**config.mk**
```make
export PLATFORM = sky130hd
export DESIGN_NAME = io_unit
export DESIGN_NICKNAME = d
export VERILOG_FILES = /design/src/logic/bus_pkg.sv /design/src/logic/periph_pkg.sv /design/src/logic/bus_sequencer.sv /design/src/logic/io_registers.sv /design/src/logic/io_unit.sv /design/src/logic/os_timer.sv /design/src/logic/spi_master.sv
export VERILOG_INCLUDE_DIRS = /design/src /design/src/logic
export SDC_FILE = /design/constraint.sdc
export NUM_CORES = 1
export LEC_CHECK = 0
export BUFFER_PORTS_ARGS = -buffer_cell sky130_fd_sc_hd__buf_4
export CORE_MARGIN = 1.5
export CORE_UTILIZATION = 59
export DETAILED_ROUTE_END_ITERATION = 10
export PLACE_DENSITY = 0.81
export SYNTH_ARGS = -nofsm -noshare
export SYNTH_HDL_FRONTEND = slang
export SYNTH_SLANG_ARGS = --single-unit
```
**constraint.sdc**
```tcl
create_clock -name clk -period 2.9 [get_ports clk]
set_input_delay 0.145 -clock clk [delete_from_list [all_inputs] [get_ports clk]]
set_output_delay 0.145 -clock clk [all_outputs]
set_load 0.01 [all_outputs]
```
**src/logic/io_defs.svh**
```systemverilog
// Bus widths, register map, SPI clock divider and unmapped-access delay
`ifndef IO_DEFS_SVH
`define IO_DEFS_SVH

// --------------------------------------------------
// Bus widths
// --------------------------------------------------
`define IO_ADDR_W 27
`define IO_DATA_W 32

// --------------------------------------------------
// Register map
// --------------------------------------------------
// SPI port (CH376T side)
`define IO_A_SPI_DATA 27'hC0272B
`define IO_A_SPI_CS   27'hC0272C
`define IO_A_SPI_NINT 27'hC0272D

// GPO in bits 7:4, GPI in bits 3:0
`define IO_A_GPIO     27'hC02737

// One-shot timers, value then control
`define IO_A_T1_VAL   27'hC02739
`define IO_A_T1_CTRL  27'hC0273A
`define IO_A_T2_VAL   27'hC0273B
`define IO_A_T2_CTRL  27'hC0273C

`define IO_A_BOOT     27'hC02741

// --------------------------------------------------
// Timing
// --------------------------------------------------
// Clock cycles per SCLK half period, 2 or more
`define IO_SPI_HALF_BIT 2
// Start-to-done cycles for an unmapped address, 2 or more
`define IO_UNMAPPED_DELAY 2

`endif

```
**src/logic/bus_pkg.sv**
```systemverilog
// Bus word types, register-select and sequencer-state enums
`default_nettype none

`include "io_defs.svh"

package bus_pkg;

    typedef logic [`IO_ADDR_W-1:0] addr_t;
    typedef logic [`IO_DATA_W-1:0] word_t;

    // Decoded register targets
    typedef enum logic [3:0] {
        SEL_SPI_DATA,
        SEL_SPI_CS,
        SEL_SPI_NINT,
        SEL_GPIO,
        SEL_T1_VAL,
        SEL_T1_CTRL,
        SEL_T2_VAL,
        SEL_T2_CTRL,
        SEL_BOOT,
        SEL_NONE
    } reg_sel_t;

    // Transaction sequencer
    typedef enum logic [2:0] {
        ST_IDLE,
        ST_SPI_WAIT,
        ST_DELAY,
        ST_DONE,
        ST_RELEASE
    } seq_state_t;

endpackage

`default_nettype wire

```
**src/logic/periph_pkg.sv**
```systemverilog
// Peripheral types: SPI byte, GPIO nibble, timer count, SPI state enum
`default_nettype none

package periph_pkg;

    // One SPI exchange
    typedef logic [7:0] spi_byte_t;

    // Each GPIO side is four pins
    typedef logic [3:0] gpio_t;

    // OS timer reload and countdown
    typedef logic [31:0] timer_count_t;

    // SPI byte shifter
    typedef enum logic [1:0] {
        SPI_IDLE,
        SPI_SHIFT,
        SPI_END
    } spi_state_t;

endpackage

`default_nettype wire

```
**src/logic/bus_sequencer.sv**
```systemverilog
// Bus address decoder, transaction FSM, write strobes and read-word latch
`default_nettype none

`include "io_defs.svh"

module bus_sequencer (
    input  wire                          clk,
    input  wire                          reset,
    input  wire bus_pkg::addr_t          i_bus_addr,
    input  wire bus_pkg::word_t          i_bus_data,
    input  wire                          i_bus_we,
    input  wire                          i_bus_start,
    output bus_pkg::word_t               o_bus_q,
    output logic                         o_bus_done,
    output logic                         o_cs_we,
    output logic                         o_gpo_we,
    output bus_pkg::word_t               o_wr_data,
    output logic                         o_spi_start,
    output periph_pkg::spi_byte_t        o_spi_tx,
    input  wire                          i_spi_done,
    input  wire periph_pkg::spi_byte_t   i_spi_rx,
    input  wire                          i_spi_cs,
    input  wire                          i_spi_nint,
    input  wire periph_pkg::gpio_t       i_gpo,
    input  wire periph_pkg::gpio_t       i_gpi,
    input  wire                          i_boot_mode,
    output logic                         o_t1_set,
    output logic                         o_t1_go,
    output logic                         o_t2_set,
    output logic                         o_t2_go
);

    // Entering ST_DELAY already costs one cycle, ST_DONE another
    localparam logic [3:0] DELAY_LOAD = 4'(`IO_UNMAPPED_DELAY - 2);

    bus_pkg::reg_sel_t   sel;
    bus_pkg::seq_state_t state;
    bus_pkg::seq_state_t state_next;
    bus_pkg::word_t      read_word;
    logic [3:0]          delay_cnt;
    logic                accept;
    logic                wr;

    // --------------------------------------------------
    // Address decode and read mux
    // --------------------------------------------------
    always_comb
    begin
        case (i_bus_addr)
            `IO_A_SPI_DATA: sel = bus_pkg::SEL_SPI_DATA;
            `IO_A_SPI_CS:   sel = bus_pkg::SEL_SPI_CS;
            `IO_A_SPI_NINT: sel = bus_pkg::SEL_SPI_NINT;
            `IO_A_GPIO:     sel = bus_pkg::SEL_GPIO;
            `IO_A_T1_VAL:   sel = bus_pkg::SEL_T1_VAL;
            `IO_A_T1_CTRL:  sel = bus_pkg::SEL_T1_CTRL;
            `IO_A_T2_VAL:   sel = bus_pkg::SEL_T2_VAL;
            `IO_A_T2_CTRL:  sel = bus_pkg::SEL_T2_CTRL;
            `IO_A_BOOT:     sel = bus_pkg::SEL_BOOT;
            default:        sel = bus_pkg::SEL_NONE;
        endcase
    end

    // Timers and unmapped addresses read as zero
    always_comb
    begin
        case (sel)
            bus_pkg::SEL_SPI_DATA: read_word = {24'd0, i_spi_rx};
            bus_pkg::SEL_SPI_CS:   read_word = {31'd0, i_spi_cs};
            bus_pkg::SEL_SPI_NINT: read_word = {31'd0, i_spi_nint};
            bus_pkg::SEL_GPIO:     read_word = {24'd0, i_gpo, i_gpi};
            bus_pkg::SEL_BOOT:     read_word = {31'd0, i_boot_mode};
            default:               read_word = '0;
        endcase
    end

    // --------------------------------------------------
    // Write strobes, one per write, in the accept cycle
    // --------------------------------------------------
    assign accept = (state == bus_pkg::ST_IDLE) && i_bus_start;
    assign wr     = accept && i_bus_we;

    assign o_cs_we     = wr && (sel == bus_pkg::SEL_SPI_CS);
    assign o_gpo_we    = wr && (sel == bus_pkg::SEL_GPIO);
    assign o_spi_start = wr && (sel == bus_pkg::SEL_SPI_DATA);
    assign o_t1_set    = wr && (sel == bus_pkg::SEL_T1_VAL);
    assign o_t1_go     = wr && (sel == bus_pkg::SEL_T1_CTRL);
    assign o_t2_set    = wr && (sel == bus_pkg::SEL_T2_VAL);
    assign o_t2_go     = wr && (sel == bus_pkg::SEL_T2_CTRL);
    assign o_wr_data   = i_bus_data;
    assign o_spi_tx    = i_bus_data[7:0];

    // --------------------------------------------------
    // Transaction FSM
    // --------------------------------------------------
    always_comb
    begin
        state_next = state;
        case (state)
            bus_pkg::ST_IDLE:
            begin
                if (accept)
                begin
                    if (sel == bus_pkg::SEL_NONE)
                        state_next = bus_pkg::ST_DELAY;
                    else if (o_spi_start)
                        state_next = bus_pkg::ST_SPI_WAIT;
                    else
                        state_next = bus_pkg::ST_DONE;
                end
            end
            bus_pkg::ST_SPI_WAIT:
                if (i_spi_done) state_next = bus_pkg::ST_DONE;
            bus_pkg::ST_DELAY:
                if (delay_cnt == 4'd0) state_next = bus_pkg::ST_DONE;
            bus_pkg::ST_DONE:
                state_next = bus_pkg::ST_RELEASE;
            // Master must drop start before the next request
            bus_pkg::ST_RELEASE:
                if (!i_bus_start) state_next = bus_pkg::ST_IDLE;
            default:
                state_next = bus_pkg::ST_IDLE;
        endcase
    end

    always_ff @(posedge clk)
    begin
        if (reset)
        begin
            state     <= bus_pkg::ST_IDLE;
            delay_cnt <= 4'd0;
        end
        else
        begin
            state <= state_next;
            if (accept)
                delay_cnt <= DELAY_LOAD;
            else if (state == bus_pkg::ST_DELAY && delay_cnt != 4'd0)
                delay_cnt <= delay_cnt - 4'd1;
        end
    end

    // Read word captured on the way into ST_DONE
    always_ff @(posedge clk)
    begin
        if (state_next == bus_pkg::ST_DONE)
            o_bus_q <= read_word;
    end

    assign o_bus_done = (state == bus_pkg::ST_DONE);

    a_done_single: assert property (@(posedge clk) disable iff (reset)
        o_bus_done |=> !o_bus_done);

endmodule

`default_nettype wire

```
**src/logic/io_registers.sv**
```systemverilog
// SPI chip-select and GPO output registers
`default_nettype none

module io_registers (
    input  wire                      clk,
    input  wire                      reset,
    input  wire                      i_cs_we,
    input  wire                      i_gpo_we,
    input  wire bus_pkg::word_t      i_wr_data,
    output logic                     o_spi_cs,
    output periph_pkg::gpio_t        o_gpo
);

    // --------------------------------------------------
    // Chip select, deasserted (high) out of reset
    // --------------------------------------------------
    always_ff @(posedge clk)
    begin
        if (reset)
            o_spi_cs <= 1'b1;
        else if (i_cs_we)
            o_spi_cs <= i_wr_data[0];
    end

    // --------------------------------------------------
    // GPO lives in the upper nibble of the GPIO word
    // --------------------------------------------------
    always_ff @(posedge clk)
    begin
        if (reset)
            o_gpo <= '0;
        else if (i_gpo_we)
            o_gpo <= i_wr_data[7:4];
    end

    // Decoder selects a single register per access
    a_one_we: assert property (@(posedge clk) disable iff (reset)
        !(i_cs_we && i_gpo_we));

endmodule

`default_nettype wire

```
**src/logic/io_unit.sv**
```systemverilog
// I/O unit top: bus sequencer, CS/GPO registers, SPI master, two OS timers
`default_nettype none

module io_unit (
    input  wire                      clk,
    input  wire                      reset,

    // CPU bus
    input  wire bus_pkg::addr_t      i_bus_addr,
    input  wire bus_pkg::word_t      i_bus_data,
    input  wire                      i_bus_we,
    input  wire                      i_bus_start,
    output wire bus_pkg::word_t      o_bus_q,
    output wire                      o_bus_done,

    // SPI port
    output wire                      o_spi_sclk,
    output wire                      o_spi_mosi,
    input  wire                      i_spi_miso,
    output wire                      o_spi_cs,
    input  wire                      i_spi_nint,

    // GPIO, timers, boot mode
    input  wire periph_pkg::gpio_t   i_gpi,
    output wire periph_pkg::gpio_t   o_gpo,
    output wire                      o_t1_irq,
    output wire                      o_t2_irq,
    input  wire                      i_boot_mode
);

    bus_pkg::word_t        wr_data;
    logic                  cs_we;
    logic                  gpo_we;
    logic                  spi_start;
    periph_pkg::spi_byte_t spi_tx;
    logic                  spi_done;
    periph_pkg::spi_byte_t spi_rx;
    logic                  t1_set;
    logic                  t1_go;
    logic                  t2_set;
    logic                  t2_go;

    bus_sequencer u_seq (
        .clk         (clk),
        .reset       (reset),
        .i_bus_addr  (i_bus_addr),
        .i_bus_data  (i_bus_data),
        .i_bus_we    (i_bus_we),
        .i_bus_start (i_bus_start),
        .o_bus_q     (o_bus_q),
        .o_bus_done  (o_bus_done),
        .o_cs_we     (cs_we),
        .o_gpo_we    (gpo_we),
        .o_wr_data   (wr_data),
        .o_spi_start (spi_start),
        .o_spi_tx    (spi_tx),
        .i_spi_done  (spi_done),
        .i_spi_rx    (spi_rx),
        .i_spi_cs    (o_spi_cs),
        .i_spi_nint  (i_spi_nint),
        .i_gpo       (o_gpo),
        .i_gpi       (i_gpi),
        .i_boot_mode (i_boot_mode),
        .o_t1_set    (t1_set),
        .o_t1_go     (t1_go),
        .o_t2_set    (t2_set),
        .o_t2_go     (t2_go)
    );

    io_registers u_regs (
        .clk       (clk),
        .reset     (reset),
        .i_cs_we   (cs_we),
        .i_gpo_we  (gpo_we),
        .i_wr_data (wr_data),
        .o_spi_cs  (o_spi_cs),
        .o_gpo     (o_gpo)
    );

    spi_master u_spi (
        .clk     (clk),
        .reset   (reset),
        .i_start (spi_start),
        .i_tx    (spi_tx),
        .o_done  (spi_done),
        .o_rx    (spi_rx),
        .o_sclk  (o_spi_sclk),
        .o_mosi  (o_spi_mosi),
        .i_miso  (i_spi_miso)
    );

    // Timer value comes straight from the bus data word
    os_timer u_t1 (
        .clk     (clk),
        .reset   (reset),
        .i_set   (t1_set),
        .i_go    (t1_go),
        .i_value (wr_data),
        .o_irq   (o_t1_irq)
    );

    os_timer u_t2 (
        .clk     (clk),
        .reset   (reset),
        .i_set   (t2_set),
        .i_go    (t2_go),
        .i_value (wr_data),
        .o_irq   (o_t2_irq)
    );

endmodule

`default_nettype wire

```
**src/logic/os_timer.sv**
```systemverilog
// One-shot OS timer with reload register and interrupt pulse
`default_nettype none

module os_timer (
    input  wire                            clk,
    input  wire                            reset,
    input  wire                            i_set,
    input  wire                            i_go,
    input  wire periph_pkg::timer_count_t  i_value,
    output logic                           o_irq
);

    periph_pkg::timer_count_t reload;
    periph_pkg::timer_count_t count;

    // --------------------------------------------------
    // Countdown, zero means stopped
    // --------------------------------------------------
    always_ff @(posedge clk)
    begin
        if (reset)
        begin
            reload <= '0;
            count  <= '0;
            o_irq  <= 1'b0;
        end
        else
        begin
            o_irq <= 1'b0;
            if (i_set)
                reload <= i_value;

            // A go restarts from the stored value
            if (i_go)
                count <= reload;
            else if (count != '0)
            begin
                count <= count - 1'b1;
                // Fires V edges after go
                if (count == periph_pkg::timer_count_t'(1))
                    o_irq <= 1'b1;
            end
        end
    end

    a_irq_pulse: assert property (@(posedge clk) disable iff (reset)
        o_irq |=> !o_irq);

endmodule

`default_nettype wire

```
**src/logic/spi_master.sv**
```systemverilog
// Mode-0 SPI byte exchange, MSB first, with held receive byte
`default_nettype none

`include "io_defs.svh"

module spi_master (
    input  wire                          clk,
    input  wire                          reset,
    input  wire                          i_start,
    input  wire periph_pkg::spi_byte_t   i_tx,
    output logic                         o_done,
    output periph_pkg::spi_byte_t        o_rx,
    output logic                         o_sclk,
    output logic                         o_mosi,
    input  wire                          i_miso
);

    localparam logic [7:0] HALF_LAST = 8'(`IO_SPI_HALF_BIT - 1);

    periph_pkg::spi_state_t state;
    periph_pkg::spi_byte_t  tx_shift;
    periph_pkg::spi_byte_t  rx_shift;
    logic [7:0]             div_cnt;
    logic [3:0]             half_cnt;
    logic                   half_end;

    // Last cycle of a half-bit, SCLK toggles on this edge
    assign half_end = (state == periph_pkg::SPI_SHIFT) && (div_cnt == HALF_LAST);

    // --------------------------------------------------
    // Control: 16 half-bits, start cycle counts as the first
    // --------------------------------------------------
    always_ff @(posedge clk)
    begin
        if (reset)
        begin
            state    <= periph_pkg::SPI_IDLE;
            o_sclk   <= 1'b0;
            div_cnt  <= 8'd0;
            half_cnt <= 4'd0;
            o_rx     <= '0;
        end
        else
        begin
            case (state)
                periph_pkg::SPI_IDLE:
                begin
                    if (i_start)
                    begin
                        state    <= periph_pkg::SPI_SHIFT;
                        div_cnt  <= 8'd1;
                        half_cnt <= 4'd0;
                    end
                end
                periph_pkg::SPI_SHIFT:
                begin
                    if (half_end)
                    begin
                        div_cnt  <= 8'd0;
                        o_sclk   <= ~o_sclk;
                        half_cnt <= half_cnt + 4'd1;
                        if (half_cnt == 4'd15)
                        begin
                            state <= periph_pkg::SPI_END;
                            o_rx  <= rx_shift;
                        end
                    end
                    else
                        div_cnt <= div_cnt + 8'd1;
                end
                periph_pkg::SPI_END:
                    state <= periph_pkg::SPI_IDLE;
                default:
                    state <= periph_pkg::SPI_IDLE;
            endcase
        end
    end

    // --------------------------------------------------
    // Data: MOSI moves on falling SCLK, MISO taken on rising
    // --------------------------------------------------
    always_ff @(posedge clk)
    begin
        if (reset)
            tx_shift <= '0;
        else if (state == periph_pkg::SPI_IDLE && i_start)
            tx_shift <= i_tx;
        else if (half_end && o_sclk)
            tx_shift <= {tx_shift[6:0], 1'b0};
    end

    always_ff @(posedge clk)
    begin
        if (half_end && !o_sclk)
            rx_shift <= {rx_shift[6:0], i_miso};
    end

    assign o_mosi = tx_shift[7];
    assign o_done = (state == periph_pkg::SPI_END);

    // Sequencer waits for done before it can start another byte
    a_start_idle: assert property (@(posedge clk) disable iff (reset)
        i_start |-> state == periph_pkg::SPI_IDLE);

endmodule

`default_nettype wire

```
# == Word level (Yosys, flattened, before mapping) ==
# Cells that the tools add are included.
# word_totals
register_bits,213
inputBits,70
word_cells,119
out_inout_bits,42
# op_classes
reduce_logical,34
eq_ne,32
addsub,5
bitwise_logic,3
n_mux,27
# ops
op,n
"equality test 27 x 24 -> 1 bit, second input constant",9
2-to-1 mux 32 bit,4
"equality test 32 x 1 -> 1 bit, second input constant",2
nonzero test 32 bit,2
"subtractor 32 x 1 -> 32 bit, second input constant",2
one-hot mux 8 bit (5 select lines),1
one-hot mux 4 bit (9 select lines),1
2-to-1 mux 8 bit,4
"equality test 4 x 3 -> 1 bit, second input constant",4
one-hot mux 8 bit (2 select lines),1
2-to-1 mux 3 bit,5
one-hot mux 3 bit (5 select lines),1
logical AND 1 bit,14
"equality test 4 bit, second input constant",3
"equality test 3 x 2 -> 1 bit, second input constant",3
AND reduction 3 bit,3
"adder 8 x 1 -> 8 bit, second input constant",1
"equality test 4 x 2 -> 1 bit, second input constant",2
"equality test 8 x 1 -> 1 bit, second input constant",1
zero test 4 bit,2
2-to-1 mux 2 bit,4
2-to-1 mux 4 bit,2
one-hot mux 4 bit (2 select lines),1
nonzero test 2 bit,4
19 further kinds,25

# == Longest topological paths before layout ==
# depth
depth_word,9
ltp_mapped,11
depth_no_buf,8

# == By module ==
# Synthesis repeated with hierarchy kept, for this count alone.
# hier_totals
hier_cells,1063
hier_area_um2,9645.5
# by_module_without_submodules
mod,cells_per_inst,seq_area_each_um2,n_inst,area_each_um2
os_timer,339,1301.2,2,3056.7
spi_master,176,860.8,1,1750.4
bus_sequencer,193,380.4,1,1606.5
io_registers,16,100.1,1,175.2

# == Worst setup path before layout ==
# OpenSTA, ideal clock, no wires.
# synth_path
kind,register to register
from,reg u_spi.div_cnt[0]
to,reg u_spi.rx_shift[0] (enable)
setup_time_ps,370
slack_ps,280
path_stages_with_launch,6
required_ps,2530
synth_period_minus_slack_ps,2620
arrival_ps,2249
n_path_buf,0
path_cell_list,dfxtp_1 > ha_1 > or4b_2 > nor4_1 > nand2_1 > nor2_1
# synth_between
elab_chain_cells,3
# synth_rtl
item,line,source
from (decl),spi_master.sv:23,logic [7:0] div_cnt;
from (signal assigned),spi_master.sv:69,div_cnt <= div_cnt + 8'd1;
equality test 8 x 1 -> 1 bit,spi_master.sv:28,assign half_end = (state == periph_pkg::SPI_SHIFT) && (div_cnt == HALF_LAST);
logical AND 1 bit,spi_master.sv:28,
logical AND 1 bit,spi_master.sv:94,if (half_end && !o_sclk)
to (signal assigned),spi_master.sv:95,"rx_shift <= {rx_shift[6:0], i_miso};"
to (decl),spi_master.sv:22,periph_pkg::spi_byte_t rx_shift;
# No other way between the ends.
# A chain may end at the register's enable or synchronous reset.

# == Worst setup path after layout ==
# layout_path
from,reg u_t1.count[26]
to,reg u_t1.count[23]
# layout_between
elab_chain_cells,2
# layout_rtl
item,line,source
from (decl),os_timer.sv:14,periph_pkg::timer_count_t count;
from (signal assigned),os_timer.sv:35,count <= reload;
from (signal assigned),os_timer.sv:38,count <= count - 1'b1;
nonzero test 32 bit,os_timer.sv:36,else if (count != '0)
nonzero test 2 bit (no source line),--,
# No other way between the ends.

==> run_results.csv <==
group,metric,value,unit
yosys,syn_avg_cell_area,8.47,um2
grt,antenna_found_initial,0,
setup_path,crit_arrival,3050,ps
die,coreArea,15300,um2
timing,slew_viol_final,0,
timing,finalSetupViolations,0,
timing,worst_pin_slew,1040,ps
yosys,syn_inst,1093,
setup_path,worstSetupStartpointType,"register",
yosys,synthDistinctLibCells,69,
timing,period_minus_slack,2710,ps
cts,numCtsBuffers,17,
setup_path,crit_family,"simple AND/OR/NAND/NOR gates",
timing,max_freq,369,MHz
die,die-area,16400,um2
setup_path,cp_cell_sequence,"or4_1 > or4_1 > o211ai_1 > or3_1 > xor2_1 > a211oi_1",
cts,clock-sinks,189,
setup_path,crit_end,"u_t1.count[23]",
min_path,worstHoldPathType,"in -> reg",
setup_path,required,3240,ps
setup_path,crit_top_cell,"or4_1",
timing,finalHoldViolCount,0,
setup_path,r2r_cells,6,
place,hpwl,15.8,mm
yosys,ys_ff_latch,189,
setup_path,worstSetupPathType,"reg -> reg",
yosys,synthTopCellsByCount,"dfxtp_1 (173), nand2_1 (119), a21oi_1 (114)",
route,wl,24.1,mm
timing,fin_skew,7.61,ps
cts,clk_pin_slew_worst_paths,70,ps
cts,cts_setup_buffers,0,
finish,synthToLayoutAreaGrowth,18.6,%
yosys,synth_area_leaders,"dfxtp_1 (37%), a21oi_1 (6.2%), edfxtp_1 (5.2%)",
setup_path,reg2reg_from,"u_t1.count[26]",
die,die_w,128,um
die,rows,45,
yosys,ys_warn_count,0,
setup_path,critPathMaxStageDelay,730,ps
timing,fin_tns_setup,0,ps
cts,worstSkewPairLatency,430,ps
yosys,synth_edf_count,16,
grt,grt_max_degree,62,
yosys,synth_largest_area_cell,"dfxtp_1",
route,drt_iter0_drc,838,
yosys,yosysSeqAreaShare,42.6,%
yosys,yosysMostFrequentCell,"dfxtp_1",
finish,diodes,0,
route,ant_nets,0,
setup_path,worstReg2RegEnd,"u_t1.count[23]",
timing,rsz0062_at_grt,"no",
place,place_inst,1351,
cts,clock_path_buffers,2,
grt,grt_overflow,0,
grt,track_usage,29.6,%
finish,multiInputGateArea,4870,um2
setup_path,crit_start,"u_t1.count[26]",
run,maxCapViolCount,0,
cts,cts-htree-levels,4,
setup_path,crit_buf_inv,0,
cts,root_buffer,"clkbuf_16",
route,first_pass_iters,5,
yosys,async_flop_share,0,%
route,num_vias,8437,
finish,num-fill-cells,1156,
finish,final_nets,1265,
power_and_ir_drop,leakage,4.24,nW
finish,stdcell_count,1411,
setup_path,cp-end-kind,"register",
place,portBuffers,87,
route,avgViaCountPerCell,5.98,
place,gp_congestion,0.859,
power_and_ir_drop,ir_drop,500,uV
yosys,synth.top_cell.area_share,37.4,%
timing,slew_headroom,30.3,%
setup_path,path_depth,6,
setup_path,cp_slowest_cell,"or4_1",
finish,seqCellArea,3940,um2
cts,cts_tree,"built",
die,start_util,60.6,%
die,die_y,128,um
grt,grt_pass1_vias,7720,
route,drc,0,
timing,fin_crit_sh,93.4,%
yosys,synthFlopType,"dfxtp_1",
setup_path,crit_fanout,9,
status,outcome,"finished clean",
finish,drive_above_1_share,14.8,%
setup_path,reg2reg_slack,190,ps
die,io_pins,112,
grt,grt_pass1_wl,39.0,mm
route,post_drt_wl_per_cell,17.1,um
power_and_ir_drop,powerDensity,834,nW/um2
yosys,netlist_area,9250,um2
[what timing repair did]
item,CTS,global route
gates resized for setup,0,0
endpoints found under the setup margin,0,0
hold buffers,28,0
hold endpoints to repair,39,0
[sequential cells by signal (all words and copies together) (netlist names), 3 cells and up]
register / flops
u_t2.count: 32
u_t1.count: 32
u_seq.o_bus_q: 8
u_t2.reload: 32
u_t1.reload: 32
u_seq.state: 3
u_spi.o_rx: 8
u_spi.half_cnt: 4
u_spi.rx_shift: 8
u_seq.delay_cnt: 4
u_spi.tx_shift: 8
u_spi.div_cnt: 8
u_regs.o_gpo: 4
[cells by family after synthesis]
family                   Yosys count  share of synthesized area [%]
AND/OR/NAND/NOR                  457                           26.4
multiplexers                      19                           2.11
flip-flops                       189                           42.6
adder cells (fa/ha/maj)            8                           1.08
AO/OA/AOI/OAI                    251                           16.5
XOR/XNOR                          57                           5.40
buffers and inverters            111                           5.88
other                              1                         0.0405
[per-stage QoR]
step | util [%] | instance area [um2] | hold WS, ps | total power, mW | worst slack (ps)
global route | 71.9 | 11000 | 7.94 | 9.67 | 34.7
floorplan | - | 9340 | 244 | 6.03 | 280
global placement | 66.1 | 10100 | 323 | 6.59 | 256
detailed placement | 66.1 | 10100 | 327 | 6.67 | 198
finish | 71.9 | 11000 | 18.0 | 9.15 | 193
CTS | 71.9 | 11000 | 0.401 | 9.12 | 219
[worst reg2reg max path: stages, from the launching register on]
cell and delay [ps]:
dfxtp_1 350, or4_1 560, or4_1 730, o211ai_1 470, or3_1 180, xor2_1 60
a211oi_1 260
[layout by cell type, fill, tap and decap left out, drive strengths merged, types with 4 or more instances in the layout]
| cell | Yosys | routed |
|---|---|---|
| conb | 1 | 24 |
| a211oi | 32 | 32 |
| dlygate4sd3 | 0 | 28 |
| inv | 15 | 17 |
| or4b | 5 | 5 |
| dfxtp | 173 | 173 |
| or4 | 19 | 19 |
| edfxtp | 16 | 16 |
| nand2b | 6 | 6 |
| mux2i | 18 | 18 |
| a21o | 5 | 5 |
| xnor2 | 40 | 40 |
| clkinv | 0 | 6 |
| o211ai | 5 | 5 |
| nand3 | 56 | 56 |
| o211a | 5 | 5 |
| and4 | 5 | 5 |
| and3 | 4 | 4 |
| nand3b | 4 | 4 |
| nor4 | 29 | 29 |
| o21a | 6 | 6 |
| nand4b | 4 | 4 |
| or3 | 35 | 35 |
| a22o | 13 | 13 |
| clkbuf | 52 | 19 |
| nand2 | 121 | 121 |
| nor3 | 32 | 32 |
| nor3b | 5 | 5 |
| nor4b | 8 | 8 |
| xor2 | 17 | 17 |
| nor2b | 4 | 4 |
| o21ai | 51 | 51 |
| buf | 44 | 120 |
| ha | 8 | 8 |
| and2 | 7 | 7 |
| a31oi | 5 | 5 |
| a21oi | 114 | 114 |
| nor2 | 92 | 92 |
| nand4 | 8 | 8 |
[routing by layer]
layer	vias up	track usage, %	routed length [um]
li1	4077	-	-
met1	3992	41.0	10800
met2	327	47.6	11300
met3	41	5.01	1550
met4	0	8.99	492
met5	-	0	0
[report_power, final]
group / switching [mW] / leakage [nW] / internal [mW]
Combinational: 1.82 / 2.40 / 1.60
Clock: 1.03 / 0.294 / 1.38
Sequential: 0.333 / 1.55 / 2.98
Total: 3.19 / 4.24 / 5.96
[area by class of cell]
type	count	area share (%)
repair buffers	148	11.2
inverters	15	0.513
flip-flops and latches	189	35.9
clock inverters	13	1.49
clock buffers	19	4.04
multi-input cells	816	44.4
well taps	211	2.41
[worst min-delay path by stage]
| stage | from | to | slack (ps) | cells after the start |
|---|---|---|---|---|
| 2_1_floorplan | i_spi_miso | u_spi.rx_shift[0] | 240 | 0 |
| 3_3_place_gp | i_spi_miso | u_spi.rx_shift[0] | 320 | 1 |
| 3_5_place_dp | i_spi_miso | u_spi.rx_shift[0] | 330 | 1 |
| 4_1_cts | i_bus_data[30] | u_t2.reload[30] | 0.4 | 3 |
| 5_1_grt | i_gpi[1] | u_seq.o_bus_q[1] | 8 | 2 |
| 6_report | i_gpi[0] | u_seq.o_bus_q[0] | 20 | 3 |
Power figures use the tool's default switching activity.
